--- config.mk ---
export PLATFORM = sky130hd
export DESIGN_NAME = rv_core
export DESIGN_NICKNAME = d
export VERILOG_FILES = /design/src/rtl/rv_core_pkg.sv /design/src/rtl/reg_file.sv /design/src/rtl/fetch_stage.sv /design/src/rtl/decode_stage.sv /design/src/rtl/execute_stage.sv /design/src/rtl/rv_core.sv
export VERILOG_INCLUDE_DIRS = /design/src /design/src/rtl
export SDC_FILE = /design/constraint.sdc
export NUM_CORES = 2
export LEC_CHECK = 0
export BUFFER_PORTS_ARGS = -buffer_cell sky130_fd_sc_hd__buf_2
export CAP_MARGIN = 30
export CORE_MARGIN = 2
export CORE_UTILIZATION = 40
export DETAILED_ROUTE_END_ITERATION = 6
export RECOVER_POWER = 100
export SETUP_SLACK_MARGIN = 0.2
export SYNTH_ARGS = -nofsm -noshare
export SYNTH_HDL_FRONTEND = slang
export SYNTH_HIERARCHICAL = 1
export SYNTH_SLANG_ARGS = --single-unit
export TNS_END_PERCENT = 100
--- constraint.sdc ---
create_clock -name clk -period 9.5 [get_ports clk]
set_input_delay 0.95 -clock clk [delete_from_list [all_inputs] [get_ports clk]]
set_output_delay 0.95 -clock clk [all_outputs]
set_load 0.02 [all_outputs]
--- src/rtl/rv_core_settings.svh ---
// RV32I core constants: datapath widths, reset PC, opcode, funct3 and ALU codes
`ifndef RV_CORE_SETTINGS_SVH
`define RV_CORE_SETTINGS_SVH

// Datapath widths
`define RV_XLEN        32
`define RV_REG_AW      5
`define RV_ALU_OPW     4

`define RV_RESET_PC    32'h0000_0000

// Major opcodes, instr[6:0]
`define RV_OPC_OP      7'b0110011
`define RV_OPC_OPIMM   7'b0010011
`define RV_OPC_LUI     7'b0110111
`define RV_OPC_BRANCH  7'b1100011
`define RV_OPC_JAL     7'b1101111

// funct3 for OP and OP-IMM
`define RV_F3_ADD      3'b000
`define RV_F3_SLL      3'b001
`define RV_F3_SLT      3'b010
`define RV_F3_SLTU     3'b011
`define RV_F3_XOR      3'b100
`define RV_F3_SR       3'b101
`define RV_F3_OR       3'b110
`define RV_F3_AND      3'b111

// funct3 for branches
`define RV_F3_BEQ      3'b000
`define RV_F3_BNE      3'b001

// ALU operation codes
`define RV_ALU_ADD     4'd0
`define RV_ALU_SUB     4'd1
`define RV_ALU_AND     4'd2
`define RV_ALU_OR      4'd3
`define RV_ALU_XOR     4'd4
`define RV_ALU_SLT     4'd5
`define RV_ALU_SLTU    4'd6
`define RV_ALU_SLL     4'd7
`define RV_ALU_SRL     4'd8
`define RV_ALU_SRA     4'd9
`define RV_ALU_PASSB   4'd10

`endif

--- src/rtl/rv_core_pkg.sv ---
// Width typedefs shared by every block of the RV32I pipeline core
`default_nettype none

`include "rv_core_settings.svh"

package rv_core_pkg;

	// Data word, ALU operand or result
	typedef logic [`RV_XLEN-1:0] word_t;

	// Instruction address
	typedef logic [`RV_XLEN-1:0] pc_t;

	// Raw 32-bit instruction word
	typedef logic [31:0] instr_t;

	// Architectural register index
	typedef logic [`RV_REG_AW-1:0] reg_addr_t;

	// ALU operation, see RV_ALU_* codes
	typedef logic [`RV_ALU_OPW-1:0] alu_op_t;

endpackage

`default_nettype wire

--- src/rtl/reg_file.sv ---
// Integer register file: 31 writable registers, x0 hard zero, two read ports
`default_nettype none

module reg_file (
	input  wire                      clk,
	input  wire                      i_arst_n,
	input  wire rv_core_pkg::reg_addr_t i_rs1,
	input  wire rv_core_pkg::reg_addr_t i_rs2,
	input  wire                      i_we,
	input  wire rv_core_pkg::reg_addr_t i_rd,
	input  wire rv_core_pkg::word_t  i_wdata,
	output rv_core_pkg::word_t       o_rs1_data,
	output rv_core_pkg::word_t       o_rs2_data
);

	rv_core_pkg::word_t regs [1:31];

	always_ff @(posedge clk or negedge i_arst_n) begin
		if (!i_arst_n) begin
			for (int i = 1; i < 32; i++) begin
				regs[i] <= '0;
			end
		end else if (i_we && i_rd != '0) begin
			regs[i_rd] <= i_wdata;
		end
	end

	// Combinational reads
	assign o_rs1_data = (i_rs1 == '0) ? '0 : regs[i_rs1];
	assign o_rs2_data = (i_rs2 == '0) ? '0 : regs[i_rs2];

	// Decode strips the write enable for rd = x0 two stages earlier
	a_no_x0_write: assert property (
		@(posedge clk) disable iff (!i_arst_n)
		i_we |-> i_rd != '0
	) else $error("register file write enabled for x0");

endmodule

`default_nettype wire

--- src/rtl/fetch_stage.sv ---
// Fetch stage: PC register with branch/jump redirect and the IF/ID register
`default_nettype none

`include "rv_core_settings.svh"

module fetch_stage (
	input  wire                 clk,
	input  wire                 i_arst_n,
	input  wire                 i_redirect,
	input  wire rv_core_pkg::pc_t    i_redirect_pc,
	input  wire rv_core_pkg::instr_t i_imem_data,
	output rv_core_pkg::pc_t    o_imem_addr,
	output logic                o_if_valid,
	output rv_core_pkg::pc_t    o_if_pc,
	output rv_core_pkg::instr_t o_if_instr
);

	rv_core_pkg::pc_t pc;

	// Instruction memory is combinational, so the PC is the fetch address
	assign o_imem_addr = pc;

	always_ff @(posedge clk or negedge i_arst_n) begin
		if (!i_arst_n) begin
			pc         <= `RV_RESET_PC;
			o_if_valid <= 1'b0;
		end else if (i_redirect) begin
			pc         <= i_redirect_pc;
			// Drop the instruction fetched on the wrong path
			o_if_valid <= 1'b0;
		end else begin
			pc         <= pc + 32'd4;
			o_if_valid <= 1'b1;
		end
	end

	// IF/ID payload
	always_ff @(posedge clk) begin
		o_if_pc    <= pc;
		o_if_instr <= i_imem_data;
	end

	// Redirect targets come from execute and must keep word alignment
	a_pc_aligned: assert property (
		@(posedge clk) disable iff (!i_arst_n)
		pc[1:0] == 2'b00
	) else $error("fetch PC lost word alignment");

endmodule

`default_nettype wire

--- src/rtl/decode_stage.sv ---
// Decode stage: instruction decode, immediates, operand forwarding and ID/EX register
`default_nettype none

`include "rv_core_settings.svh"

module decode_stage (
	input  wire                         clk,
	input  wire                         i_arst_n,
	input  wire                         i_if_valid,
	input  wire rv_core_pkg::pc_t       i_if_pc,
	input  wire rv_core_pkg::instr_t    i_if_instr,
	input  wire                         i_redirect,
	input  wire                         i_exe_we,
	input  wire rv_core_pkg::reg_addr_t i_exe_rd,
	input  wire rv_core_pkg::word_t     i_exe_result,
	input  wire                         i_wb_valid,
	input  wire rv_core_pkg::reg_addr_t i_wb_rd,
	input  wire rv_core_pkg::word_t     i_wb_data,
	output logic                        o_ex_valid,
	output rv_core_pkg::pc_t            o_ex_pc,
	output rv_core_pkg::reg_addr_t      o_ex_rd,
	output logic                        o_ex_we,
	output rv_core_pkg::alu_op_t        o_ex_alu_op,
	output rv_core_pkg::word_t          o_ex_opa,
	output rv_core_pkg::word_t          o_ex_opb,
	output rv_core_pkg::word_t          o_ex_imm,
	output logic                        o_ex_is_branch,
	output logic                        o_ex_branch_ne,
	output logic                        o_ex_is_jal
);

	logic [6:0]             opcode;
	logic [2:0]             funct3;
	logic                   funct7_alt;
	rv_core_pkg::reg_addr_t rd;
	rv_core_pkg::reg_addr_t rs1;
	rv_core_pkg::reg_addr_t rs2;

	rv_core_pkg::word_t     imm_i;
	rv_core_pkg::word_t     imm_u;
	rv_core_pkg::word_t     imm_b;
	rv_core_pkg::word_t     imm_j;

	logic                   dec_we;
	logic                   dec_use_imm;
	logic                   dec_is_branch;
	logic                   dec_branch_ne;
	logic                   dec_is_jal;
	rv_core_pkg::alu_op_t   dec_alu_op;
	rv_core_pkg::word_t     dec_imm;

	rv_core_pkg::word_t     rf_rs1_data;
	rv_core_pkg::word_t     rf_rs2_data;
	rv_core_pkg::word_t     rs1_val;
	rv_core_pkg::word_t     rs2_val;

	assign opcode     = i_if_instr[6:0];
	assign rd         = i_if_instr[11:7];
	assign funct3     = i_if_instr[14:12];
	assign rs1        = i_if_instr[19:15];
	assign rs2        = i_if_instr[24:20];
	assign funct7_alt = i_if_instr[30];

	// Sign-extended immediate formats
	assign imm_i = {{20{i_if_instr[31]}}, i_if_instr[31:20]};
	assign imm_u = {i_if_instr[31:12], 12'b0};
	assign imm_b = {{19{i_if_instr[31]}}, i_if_instr[31], i_if_instr[7],
		i_if_instr[30:25], i_if_instr[11:8], 1'b0};
	assign imm_j = {{11{i_if_instr[31]}}, i_if_instr[31], i_if_instr[19:12],
		i_if_instr[20], i_if_instr[30:21], 1'b0};

	// funct3/funct7 to ALU op; SUB only exists in register form
	function automatic rv_core_pkg::alu_op_t alu_from_funct(
		input logic [2:0] f3,
		input logic       alt,
		input logic       allow_sub
	);
		rv_core_pkg::alu_op_t op;
		case (f3)
			`RV_F3_ADD:  op = (alt && allow_sub) ? `RV_ALU_SUB : `RV_ALU_ADD;
			`RV_F3_SLL:  op = `RV_ALU_SLL;
			`RV_F3_SLT:  op = `RV_ALU_SLT;
			`RV_F3_SLTU: op = `RV_ALU_SLTU;
			`RV_F3_XOR:  op = `RV_ALU_XOR;
			`RV_F3_SR:   op = alt ? `RV_ALU_SRA : `RV_ALU_SRL;
			`RV_F3_OR:   op = `RV_ALU_OR;
			default:     op = `RV_ALU_AND;
		endcase
		return op;
	endfunction

	// Anything not listed falls out as a no-op
	always_comb begin
		dec_we        = 1'b0;
		dec_use_imm   = 1'b0;
		dec_is_branch = 1'b0;
		dec_branch_ne = 1'b0;
		dec_is_jal    = 1'b0;
		dec_alu_op    = `RV_ALU_ADD;
		dec_imm       = imm_i;
		case (opcode)
			`RV_OPC_OP: begin
				dec_we     = 1'b1;
				dec_alu_op = alu_from_funct(funct3, funct7_alt, 1'b1);
			end
			`RV_OPC_OPIMM: begin
				dec_we      = 1'b1;
				dec_use_imm = 1'b1;
				dec_alu_op  = alu_from_funct(funct3, funct7_alt, 1'b0);
			end
			`RV_OPC_LUI: begin
				dec_we      = 1'b1;
				dec_use_imm = 1'b1;
				dec_alu_op  = `RV_ALU_PASSB;
				dec_imm     = imm_u;
			end
			`RV_OPC_BRANCH: begin
				// Only BEQ and BNE are implemented
				dec_is_branch = (funct3 == `RV_F3_BEQ) || (funct3 == `RV_F3_BNE);
				dec_branch_ne = (funct3 == `RV_F3_BNE);
				dec_imm       = imm_b;
			end
			`RV_OPC_JAL: begin
				dec_we     = 1'b1;
				dec_is_jal = 1'b1;
				dec_imm    = imm_j;
			end
			default: ;
		endcase
	end

	reg_file reg_file_inst (
		.clk        (clk),
		.i_arst_n   (i_arst_n),
		.i_rs1      (rs1),
		.i_rs2      (rs2),
		.i_we       (i_wb_valid),
		.i_rd       (i_wb_rd),
		.i_wdata    (i_wb_data),
		.o_rs1_data (rf_rs1_data),
		.o_rs2_data (rf_rs2_data)
	);

	// Newest value wins: execute, then writeback, then register file
	always_comb begin
		if (rs1 == '0)
			rs1_val = '0;
		else if (i_exe_we && i_exe_rd == rs1)
			rs1_val = i_exe_result;
		else if (i_wb_valid && i_wb_rd == rs1)
			rs1_val = i_wb_data;
		else
			rs1_val = rf_rs1_data;

		if (rs2 == '0)
			rs2_val = '0;
		else if (i_exe_we && i_exe_rd == rs2)
			rs2_val = i_exe_result;
		else if (i_wb_valid && i_wb_rd == rs2)
			rs2_val = i_wb_data;
		else
			rs2_val = rf_rs2_data;
	end

	// ID/EX control
	always_ff @(posedge clk or negedge i_arst_n) begin
		if (!i_arst_n) begin
			o_ex_valid     <= 1'b0;
			o_ex_we        <= 1'b0;
			o_ex_is_branch <= 1'b0;
			o_ex_branch_ne <= 1'b0;
			o_ex_is_jal    <= 1'b0;
		end else begin
			// Slot in decode is on the wrong path when execute redirects
			o_ex_valid     <= i_if_valid && !i_redirect;
			o_ex_we        <= dec_we && (rd != '0);
			o_ex_is_branch <= dec_is_branch;
			o_ex_branch_ne <= dec_branch_ne;
			o_ex_is_jal    <= dec_is_jal;
		end
	end

	// ID/EX payload
	always_ff @(posedge clk) begin
		o_ex_pc     <= i_if_pc;
		o_ex_rd     <= rd;
		o_ex_alu_op <= dec_alu_op;
		o_ex_opa    <= rs1_val;
		o_ex_opb    <= dec_use_imm ? dec_imm : rs2_val;
		o_ex_imm    <= dec_imm;
	end

endmodule

`default_nettype wire

--- src/rtl/execute_stage.sv ---
// Execute stage with the ALU, BEQ/BNE/JAL resolution and the EX/WB register
`default_nettype none

`include "rv_core_settings.svh"

module execute_stage (
	input  wire                         clk,
	input  wire                         i_arst_n,
	input  wire                         i_ex_valid,
	input  wire rv_core_pkg::pc_t       i_ex_pc,
	input  wire rv_core_pkg::reg_addr_t i_ex_rd,
	input  wire                         i_ex_we,
	input  wire rv_core_pkg::alu_op_t   i_ex_alu_op,
	input  wire rv_core_pkg::word_t     i_ex_opa,
	input  wire rv_core_pkg::word_t     i_ex_opb,
	input  wire rv_core_pkg::word_t     i_ex_imm,
	input  wire                         i_ex_is_branch,
	input  wire                         i_ex_branch_ne,
	input  wire                         i_ex_is_jal,
	output logic                        o_redirect,
	output rv_core_pkg::pc_t            o_redirect_pc,
	output logic                        o_exe_we,
	output rv_core_pkg::reg_addr_t      o_exe_rd,
	output rv_core_pkg::word_t          o_exe_result,
	output logic                        o_wb_valid,
	output rv_core_pkg::reg_addr_t      o_wb_rd,
	output rv_core_pkg::word_t          o_wb_data
);

	rv_core_pkg::word_t alu_result;
	logic [4:0]         shamt;
	logic               operands_eq;
	logic               branch_taken;

	assign shamt = i_ex_opb[4:0];

	always_comb begin
		case (i_ex_alu_op)
			`RV_ALU_ADD:   alu_result = i_ex_opa + i_ex_opb;
			`RV_ALU_SUB:   alu_result = i_ex_opa - i_ex_opb;
			`RV_ALU_AND:   alu_result = i_ex_opa & i_ex_opb;
			`RV_ALU_OR:    alu_result = i_ex_opa | i_ex_opb;
			`RV_ALU_XOR:   alu_result = i_ex_opa ^ i_ex_opb;
			`RV_ALU_SLT:
				alu_result = {31'b0, $signed(i_ex_opa) < $signed(i_ex_opb)};
			`RV_ALU_SLTU:  alu_result = {31'b0, i_ex_opa < i_ex_opb};
			`RV_ALU_SLL:   alu_result = i_ex_opa << shamt;
			`RV_ALU_SRL:   alu_result = i_ex_opa >> shamt;
			`RV_ALU_SRA:   alu_result = $signed(i_ex_opa) >>> shamt;
			`RV_ALU_PASSB: alu_result = i_ex_opb;
			default:       alu_result = '0;
		endcase
	end

	// JAL writes the link address instead of the ALU value
	assign o_exe_result = i_ex_is_jal ? (i_ex_pc + 32'd4) : alu_result;
	assign o_exe_rd     = i_ex_rd;
	assign o_exe_we     = i_ex_valid && i_ex_we;

	// Branch operands are the raw register values
	assign operands_eq  = (i_ex_opa == i_ex_opb);
	assign branch_taken = i_ex_is_branch && (operands_eq != i_ex_branch_ne);

	assign o_redirect    = i_ex_valid && (branch_taken || i_ex_is_jal);
	assign o_redirect_pc = i_ex_pc + i_ex_imm;

	// Only writing instructions occupy EX/WB
	always_ff @(posedge clk or negedge i_arst_n) begin
		if (!i_arst_n) begin
			o_wb_valid <= 1'b0;
		end else begin
			o_wb_valid <= o_exe_we;
		end
	end

	always_ff @(posedge clk) begin
		if (o_exe_we) begin
			o_wb_rd   <= i_ex_rd;
			o_wb_data <= o_exe_result;
		end
	end

	// Redirect squashes the decode slot and so never lasts two cycles
	a_redirect_pulse: assert property (
		@(posedge clk) disable iff (!i_arst_n)
		o_redirect |=> !o_redirect
	) else $error("redirect held for more than one cycle");

endmodule

`default_nettype wire

--- src/rtl/rv_core.sv ---
// RV32I four-stage in-order core: fetch, decode, execute, writeback
`default_nettype none

module rv_core (
	input  wire                         clk,
	input  wire                         i_arst_n,
	input  wire rv_core_pkg::instr_t    i_imem_data,
	output rv_core_pkg::pc_t            o_imem_addr,
	output logic                        o_wb_valid,
	output rv_core_pkg::reg_addr_t      o_wb_rd,
	output rv_core_pkg::word_t          o_wb_data
);

	// Fetch to decode
	logic                   if_valid;
	rv_core_pkg::pc_t       if_pc;
	rv_core_pkg::instr_t    if_instr;

	// ID/EX
	logic                   ex_valid;
	rv_core_pkg::pc_t       ex_pc;
	rv_core_pkg::reg_addr_t ex_rd;
	logic                   ex_we;
	rv_core_pkg::alu_op_t   ex_alu_op;
	rv_core_pkg::word_t     ex_opa;
	rv_core_pkg::word_t     ex_opb;
	rv_core_pkg::word_t     ex_imm;
	logic                   ex_is_branch;
	logic                   ex_branch_ne;
	logic                   ex_is_jal;

	// Execute feedback
	logic                   redirect;
	rv_core_pkg::pc_t       redirect_pc;
	logic                   exe_we;
	rv_core_pkg::reg_addr_t exe_rd;
	rv_core_pkg::word_t     exe_result;

	fetch_stage fetch_stage_inst (
		.clk           (clk),
		.i_arst_n      (i_arst_n),
		.i_redirect    (redirect),
		.i_redirect_pc (redirect_pc),
		.i_imem_data   (i_imem_data),
		.o_imem_addr   (o_imem_addr),
		.o_if_valid    (if_valid),
		.o_if_pc       (if_pc),
		.o_if_instr    (if_instr)
	);

	// Writeback register feeds both the register file and the core outputs
	decode_stage decode_stage_inst (
		.clk            (clk),
		.i_arst_n       (i_arst_n),
		.i_if_valid     (if_valid),
		.i_if_pc        (if_pc),
		.i_if_instr     (if_instr),
		.i_redirect     (redirect),
		.i_exe_we       (exe_we),
		.i_exe_rd       (exe_rd),
		.i_exe_result   (exe_result),
		.i_wb_valid     (o_wb_valid),
		.i_wb_rd        (o_wb_rd),
		.i_wb_data      (o_wb_data),
		.o_ex_valid     (ex_valid),
		.o_ex_pc        (ex_pc),
		.o_ex_rd        (ex_rd),
		.o_ex_we        (ex_we),
		.o_ex_alu_op    (ex_alu_op),
		.o_ex_opa       (ex_opa),
		.o_ex_opb       (ex_opb),
		.o_ex_imm       (ex_imm),
		.o_ex_is_branch (ex_is_branch),
		.o_ex_branch_ne (ex_branch_ne),
		.o_ex_is_jal    (ex_is_jal)
	);

	execute_stage execute_stage_inst (
		.clk            (clk),
		.i_arst_n       (i_arst_n),
		.i_ex_valid     (ex_valid),
		.i_ex_pc        (ex_pc),
		.i_ex_rd        (ex_rd),
		.i_ex_we        (ex_we),
		.i_ex_alu_op    (ex_alu_op),
		.i_ex_opa       (ex_opa),
		.i_ex_opb       (ex_opb),
		.i_ex_imm       (ex_imm),
		.i_ex_is_branch (ex_is_branch),
		.i_ex_branch_ne (ex_branch_ne),
		.i_ex_is_jal    (ex_is_jal),
		.o_redirect     (redirect),
		.o_redirect_pc  (redirect_pc),
		.o_exe_we       (exe_we),
		.o_exe_rd       (exe_rd),
		.o_exe_result   (exe_result),
		.o_wb_valid     (o_wb_valid),
		.o_wb_rd        (o_wb_rd),
		.o_wb_data      (o_wb_data)
	);

endmodule

`default_nettype wire

# ---- Word level (Yosys, flattened, before mapping)
# Cells that the tools add are included.
dict set report totals {
  in_bits 34
  register_bits 1269
  out_inout_bits 70
}
dict set report op_classes {
  bitwise 6
  n_lt_le_gt_ge 6
  add_sub_neg 5
  n_mux 30
  shifts 3
  n_eq_ne 27
  n_reduce_logical 22
}
# cell n
set op_table {}
lappend op_table {{bitwise mux 992 bit} 1}
lappend op_table {{2-to-1 mux 32 bit} 13}
lappend op_table {{one-hot mux 32 bit (11 select lines)} 1}
lappend op_table {{binary-select mux 32 bit (select 5 bit)} 2}
lappend op_table {{demux 32 bit (select 5 bit)} 1}
lappend op_table {{one-hot mux 31 bit (3 select lines)} 1}
lappend op_table {{adder 32 x 3 -> 32 bit (second input constant)} 2}
lappend op_table {{adder 32 bit} 2}
lappend op_table {{< comparator 32 bit} 2}
lappend op_table {{one-hot mux 4 bit (7 select lines)} 2}
lappend op_table {{bitwise AND 32 bit} 1}
lappend op_table {{equality test 32 bit} 1}
lappend op_table {{OR 32 bit} 1}
lappend op_table {{<< shifter 32 x 5 -> 32 bit} 1}
lappend op_table {{>> shifter 32 x 5 -> 32 bit} 1}
lappend op_table {{>>> shifter 32 x 5 -> 32 bit} 1}
lappend op_table {{subtractor 32 bit} 1}
lappend op_table {{XOR 32 bit} 1}
lappend op_table {{equality test 5 bit} 4}
lappend op_table {{greater-or-equal comparator 6 bit (second input constant)} 3}
lappend op_table {{NOT 5 -> 6 bit} 3}
lappend op_table {{equality test 4 x 3 -> 1 bit (second input constant)} 4}
lappend op_table {{equality test 7 x 6 -> 1 bit (second input constant)} 2}
lappend op_table {{equality test 7 bit (second input constant)} 2}
lappend op_table {{20 further kinds} 46}

# ---- Longest topological paths before layout
dict set report depth {
  depth_word 8
  depth_mapped 18
}

# ---- By module
# Netlist, hierarchy kept.
# mod area_each_um2 n_inst cells_each
set by_module_without_submodules {}
lappend by_module_without_submodules {reg_file 53585.1 1 3775}
lappend by_module_without_submodules {execute_stage 12499.5 1 1647}
lappend by_module_without_submodules {decode_stage 5783.0 1 548}
lappend by_module_without_submodules {fetch_stage 3045.4 1 252}

# ---- Worst setup path before layout
# OpenSTA, ideal clock, no wires.
dict set report synth_path {
  path_kind {register to register}
  start {reg decode_stage_inst.o_ex_opb[2]}
  end {reg decode_stage_inst.o_ex_opb[30]}
  n_path_buf 3
  setup_slack_ns 5.613
  synth_period_minus_slack_ns 3.887
  stages_incl_launch_ff 17
  t_required_ns 9.382
  t_arrival_ns 3.769
  cell_sequence {dfxtp_1 inv_2 buf_1 buf_1 ha_1 buf_2 a21oi_1 o21ai_0 a211oi_1 o31ai_2 a21oi_1 o21ai_2 a211o_1 mux2i_1 a221o_1 o21ai_0 o2bb2ai_1}
}
dict set report synth_via {
  elab_chain_len 6
  elab_cells_between_ends 10
}
# element line_no
set synth_rtl {}
lappend synth_rtl {{start: declaration} decode_stage.sv:25} ;# output rv_core_pkg::word_t o_ex_opb,
lappend synth_rtl {{start signal: assignment} decode_stage.sv:189} ;# o_ex_opb <= dec_use_imm ? dec_imm : rs2_val;
lappend synth_rtl {{subtractor 32 bit, or another cell as far along} execute_stage.sv:40} ;# `RV_ALU_SUB: alu_result = i_ex_opa - i_ex_opb;
lappend synth_rtl {{one-hot mux 32 bit (11 select lines) (*)} execute_stage.sv:38} ;# case (i_ex_alu_op)
lappend synth_rtl {{2-to-1 mux 32 bit (*)} execute_stage.sv:56} ;# assign o_exe_result = i_ex_is_jal ? (i_ex_pc + 32'd4) : alu_result;
lappend synth_rtl {{via exe_result[30]} rv_core.sv:37} ;# rv_core_pkg::word_t exe_result;
lappend synth_rtl {{2-to-1 mux 32 bit (*)} decode_stage.sv:157} ;# else if (i_exe_we && i_exe_rd == rs2)
lappend synth_rtl {{2-to-1 mux 32 bit (*)} decode_stage.sv:155} ;# if (rs2 == '0)
lappend synth_rtl {{2-to-1 mux 32 bit (*)} decode_stage.sv:189}
# The timed path passes the listed nets; every way through them passes the cells marked *.
# A chain may end at the register's enable or synchronous reset.

# ---- Worst setup path in the final report
dict set report layout_path {
  start {reg execute_stage_inst.o_wb_valid}
  end {reg decode_stage_inst/reg_file_inst/regs[99] (netlist bit)}
}
dict set report layout_via {
  elab_chain_len 1
}
# element line_no
set layout_rtl {}
lappend layout_rtl {{start: declaration} execute_stage.sv:25} ;# output logic o_wb_valid,
lappend layout_rtl {{start signal: assignment} execute_stage.sv:72} ;# o_wb_valid <= o_exe_we;
lappend layout_rtl {{logical AND 1 bit} reg_file.sv:23} ;# end else if (i_we && i_rd != '0) begin
lappend layout_rtl {{end signal: indexed assignment} reg_file.sv:24} ;# regs[i_rd] <= i_wdata;
lappend layout_rtl {{end: declaration} reg_file.sv:16} ;# rv_core_pkg::word_t regs [1:31];
# No other way between the ends.

==> summary.txt <==
slew at the pin closest to its max-slew limit - 4.67 ns
Req. time, crit path - 10.17 ns
commonest non-fill, non-tap cell in the layout - mux2_2
DR top layer - met5
crit-path cells - clkbuf_1, nand4_1, nor3_1, clkbuf_1, mux2_2
Slew HR - -212%
die area - 191000 um2
number of clock sinks - 1269
layout cells sized above 1 - 32.8%
post-route ant nets - 0
vias per cell - 6.39
power density cells - 165 nW/um2
hold_buf cts - 0
met3 WL - 21900 um
met2 routed WL - 119000 um
CP Class - reg -> reg
Mean Syn Cell Area - 12.0 um2
total core area - 186000 um2
syn_nets - 6396
crit-path max cell delay - 2.75 ns
Clock Tree Buf Depth - 3
Fin Clk Skew - 0.0376 ns
port bufs - 103
RSZ-0062 raised after global routing - false
GR Util All Layers - 27.3%
Residual DRC - 0
Die Span X - 437 um
Clock Pin Slew Worst Setup and Hold Paths - 0.07 ns
Final #Nets - 6236
asr flop ratio synth - 81.2%
drt wl/cell - 30.6 um
area delta synth->final - 9.33%
failing checks - capacitance limit, slew limit
Vias - 55.4k
commonest cells after routing, fill and taps aside - mux2_2, dfrtp_1, mux4_2, nand2_1, nor2_1
First-pass DRT Iterations - 6
clk root buf - clkbuf_16
largest net degree at the start of global routing - 169
Top delay family on crit path - buffers and inverters
fin util - 44.1%
VDD IR max - 0.132 mV
dominant synthesized flop cell - dfrtp_1
die height - 437 um
status - finished with violations
Inst Count DP - 8388
Setup violations, final - 0
static leakage - 35.7 nW
final hold vios - 0
Min Hold Slack - 0.245 ns
Crit. End Element - flip-flop
met1 WL - 111000 um
number of enable flip-flop cells after synthesis - 37
H-tree Lvls - 4
Post-Layout Cell Count - 8666
Max Cap Viol - 71
CTS tree - yes
Worst EP arrival - 7.87 ns
DRT iter0 DRCs - 6382
vias in the first global route - 54.5k
routed wire length - 265000 um
Clock Latency Late Sink - 0.83 ns
sequential share of the synthesized area - 41.3%
crit path max fanout - 29
GRT Residual Overflow - 0
Slowest-stage cell, CP - clkbuf_1
Final Cycle Share - 75.8%
Mapped Cells - 6222
I/O Pins - 104
Hold WC Path Type - in -> reg
Final HPWL DP - 168000 um
final setup TNS - 0 ns
crit start category - flip-flop
first-pass GRT wire length - 386000 um
GP Congestion - 1.00
initial antenna violation count - 15
Post-CTS Setup Bufs - 0
total CTS buffers - 145
Initial Utilization - 40.3%
Ys Warns - 6
buffers plus inverters on the worst setup path - 2
PostCTS Resize Cnt - 0
register bit total from synthesis - 1269
Critical Path Most Common Cell - clkbuf_1
synthesized cell area - 74900 um2
row count - 158
min cycle time layout - 7.20 ns
final slew viol count - 2129
Synth cell types - 103
Highest Clock Rate - 0.139 GHz
[area by class of cell]
cell class	count	area [um2]
Inverter	126	475
Clock buffer	210	4210
Timing Repair Buffer	267	1650
Clock inverter	56	708
Multi-Input combinational cell	4253	40800
Tap cell	2480	3100
Antenna cell	5	12.5
Sequential cell	1269	31000
Fill cell	17200	104000
[flip-flops by register name, summed over array words and instances (netlist names), 5 cells and up]
name                                  cells
decode_stage_inst/reg_file_inst/regs    992
decode_stage_inst/o_ex_imm               32
decode_stage_inst/o_ex_opa               32
decode_stage_inst/o_ex_opb               32
decode_stage_inst/o_ex_pc                32
execute_stage_inst/o_wb_data             32
fetch_stage_inst/o_if_instr              32
fetch_stage_inst/o_if_pc                 32
fetch_stage_inst/o_imem_addr             32
decode_stage_inst/o_ex_rd                 5
execute_stage_inst/o_wb_rd                5
[routing by layer]
| layer | vias up | GRT usage [%] |
|---|---|---|
| li1 | 23100 | - |
| met1 | 29000 | 37.7 |
| met2 | 2623 | 41.6 |
| met3 | 636 | 5.27 |
| met4 | 10 | 11.9 |
| met5 | - | 0 |
[final timing paths]
path | start | slack, ns | cells past startpoint | to
worst min-delay path | i_imem_data[29] | 0.24 | 1 | fetch_stage_inst/o_if_instr[29]
worst max-delay path | execute_stage_inst/o_wb_valid | 2.30 | 5 | decode_stage_inst/reg_file_inst/regs[99]
worst max register to register | execute_stage_inst/o_wb_valid | 2.30 | 5 | decode_stage_inst/reg_file_inst/regs[99]
worst min register to register | fetch_stage_inst/o_if_pc[0] | 0.31 | 0 | decode_stage_inst/o_ex_pc[0]
min in group asynchronous | i_arst_n | 1.82 | 1 | decode_stage_inst/reg_file_inst/regs[185]
max in group asynchronous | i_arst_n | 4.60 | 3 | decode_stage_inst/reg_file_inst/regs[891]
[power breakdown]
group | switching [W] | internal [W]
combinational | 0.00119 | 0.000677
sequential | 0.000272 | 0.00563
clock | 0.00246 | 0.00329
[kinds of logic (layout without fill, tap and decap cells)]
| group | Yosys count | after routing | share of synthesized area (%) |
|---|---|---|---|
| flops | 1269 | 1269 | 41.3 |
| simple gates | 1136 | 1136 | 7.21 |
| mux | 1789 | 1789 | 33.5 |
| compound gates | 1073 | 1073 | 9.93 |
| xor+xnor | 115 | 115 | 1.35 |
| other cells | 0 | 5 | 0 |
| fa+ha+maj | 140 | 140 | 2.37 |
| buf+inv | 700 | 659 | 4.35 |
[cell usage after synthesis, types with 13 or more instances]
master / n / share of area (%)
a22oi_1: 37 / 0.37
nand3_1: 136 / 0.91
a211oi_2: 51 / 0.85
buf_2: 193 / 1.3
ha_1: 137 / 2.3
a21oi_1: 261 / 1.7
buf_1: 39 / 0.20
a21o_1: 45 / 0.45
nor3_1: 78 / 0.52
mux2i_1: 246 / 3.3
nand4_1: 22 / 0.18
and2_1: 13 / 0.11
nand2b_1: 24 / 0.20
inv_1: 117 / 0.59
xnor2_1: 76 / 0.89
xor2_1: 38 / 0.44
o21ai_0: 190 / 1.3
mux2_1: 15 / 0.23
a211oi_1: 39 / 0.39
o21ai_1: 23 / 0.15
o32a_1: 18 / 0.24
o21bai_1: 25 / 0.25
or3_1: 23 / 0.19
buf_4: 39 / 0.39
o221ai_1: 29 / 0.34
nor2b_1: 83 / 0.69
clkbuf_1: 274 / 1.4
a31oi_1: 42 / 0.35
o22ai_1: 22 / 0.18
a221oi_1: 69 / 0.81
mux4_2: 466 / 14
and3_1: 26 / 0.22
o31ai_1: 20 / 0.20
mux2_2: 1061 / 16
o211ai_1: 58 / 0.58
nor2_1: 307 / 1.5
edfxtp_1: 37 / 1.5
buf_6: 24 / 0.36
dfrtp_1: 1031 / 34
nand2_1: 338 / 1.7
dfxtp_1: 201 / 5.4
o2bb2ai_1: 31 / 0.36
nor4_1: 20 / 0.17
[stage by stage]
stage	setup slack (ns)	power [W]	cell area, um2
floorplan	5.61	0.00713	74900
global placement	4.88	0.00783	77300
detailed placement	4.90	0.00785	77500
CTS	4.84	0.0136	82400
global route	2.40	0.0140	81900
finish	2.30	0.0135	81900
Note: power is estimated with default switching activity, not from simulation.
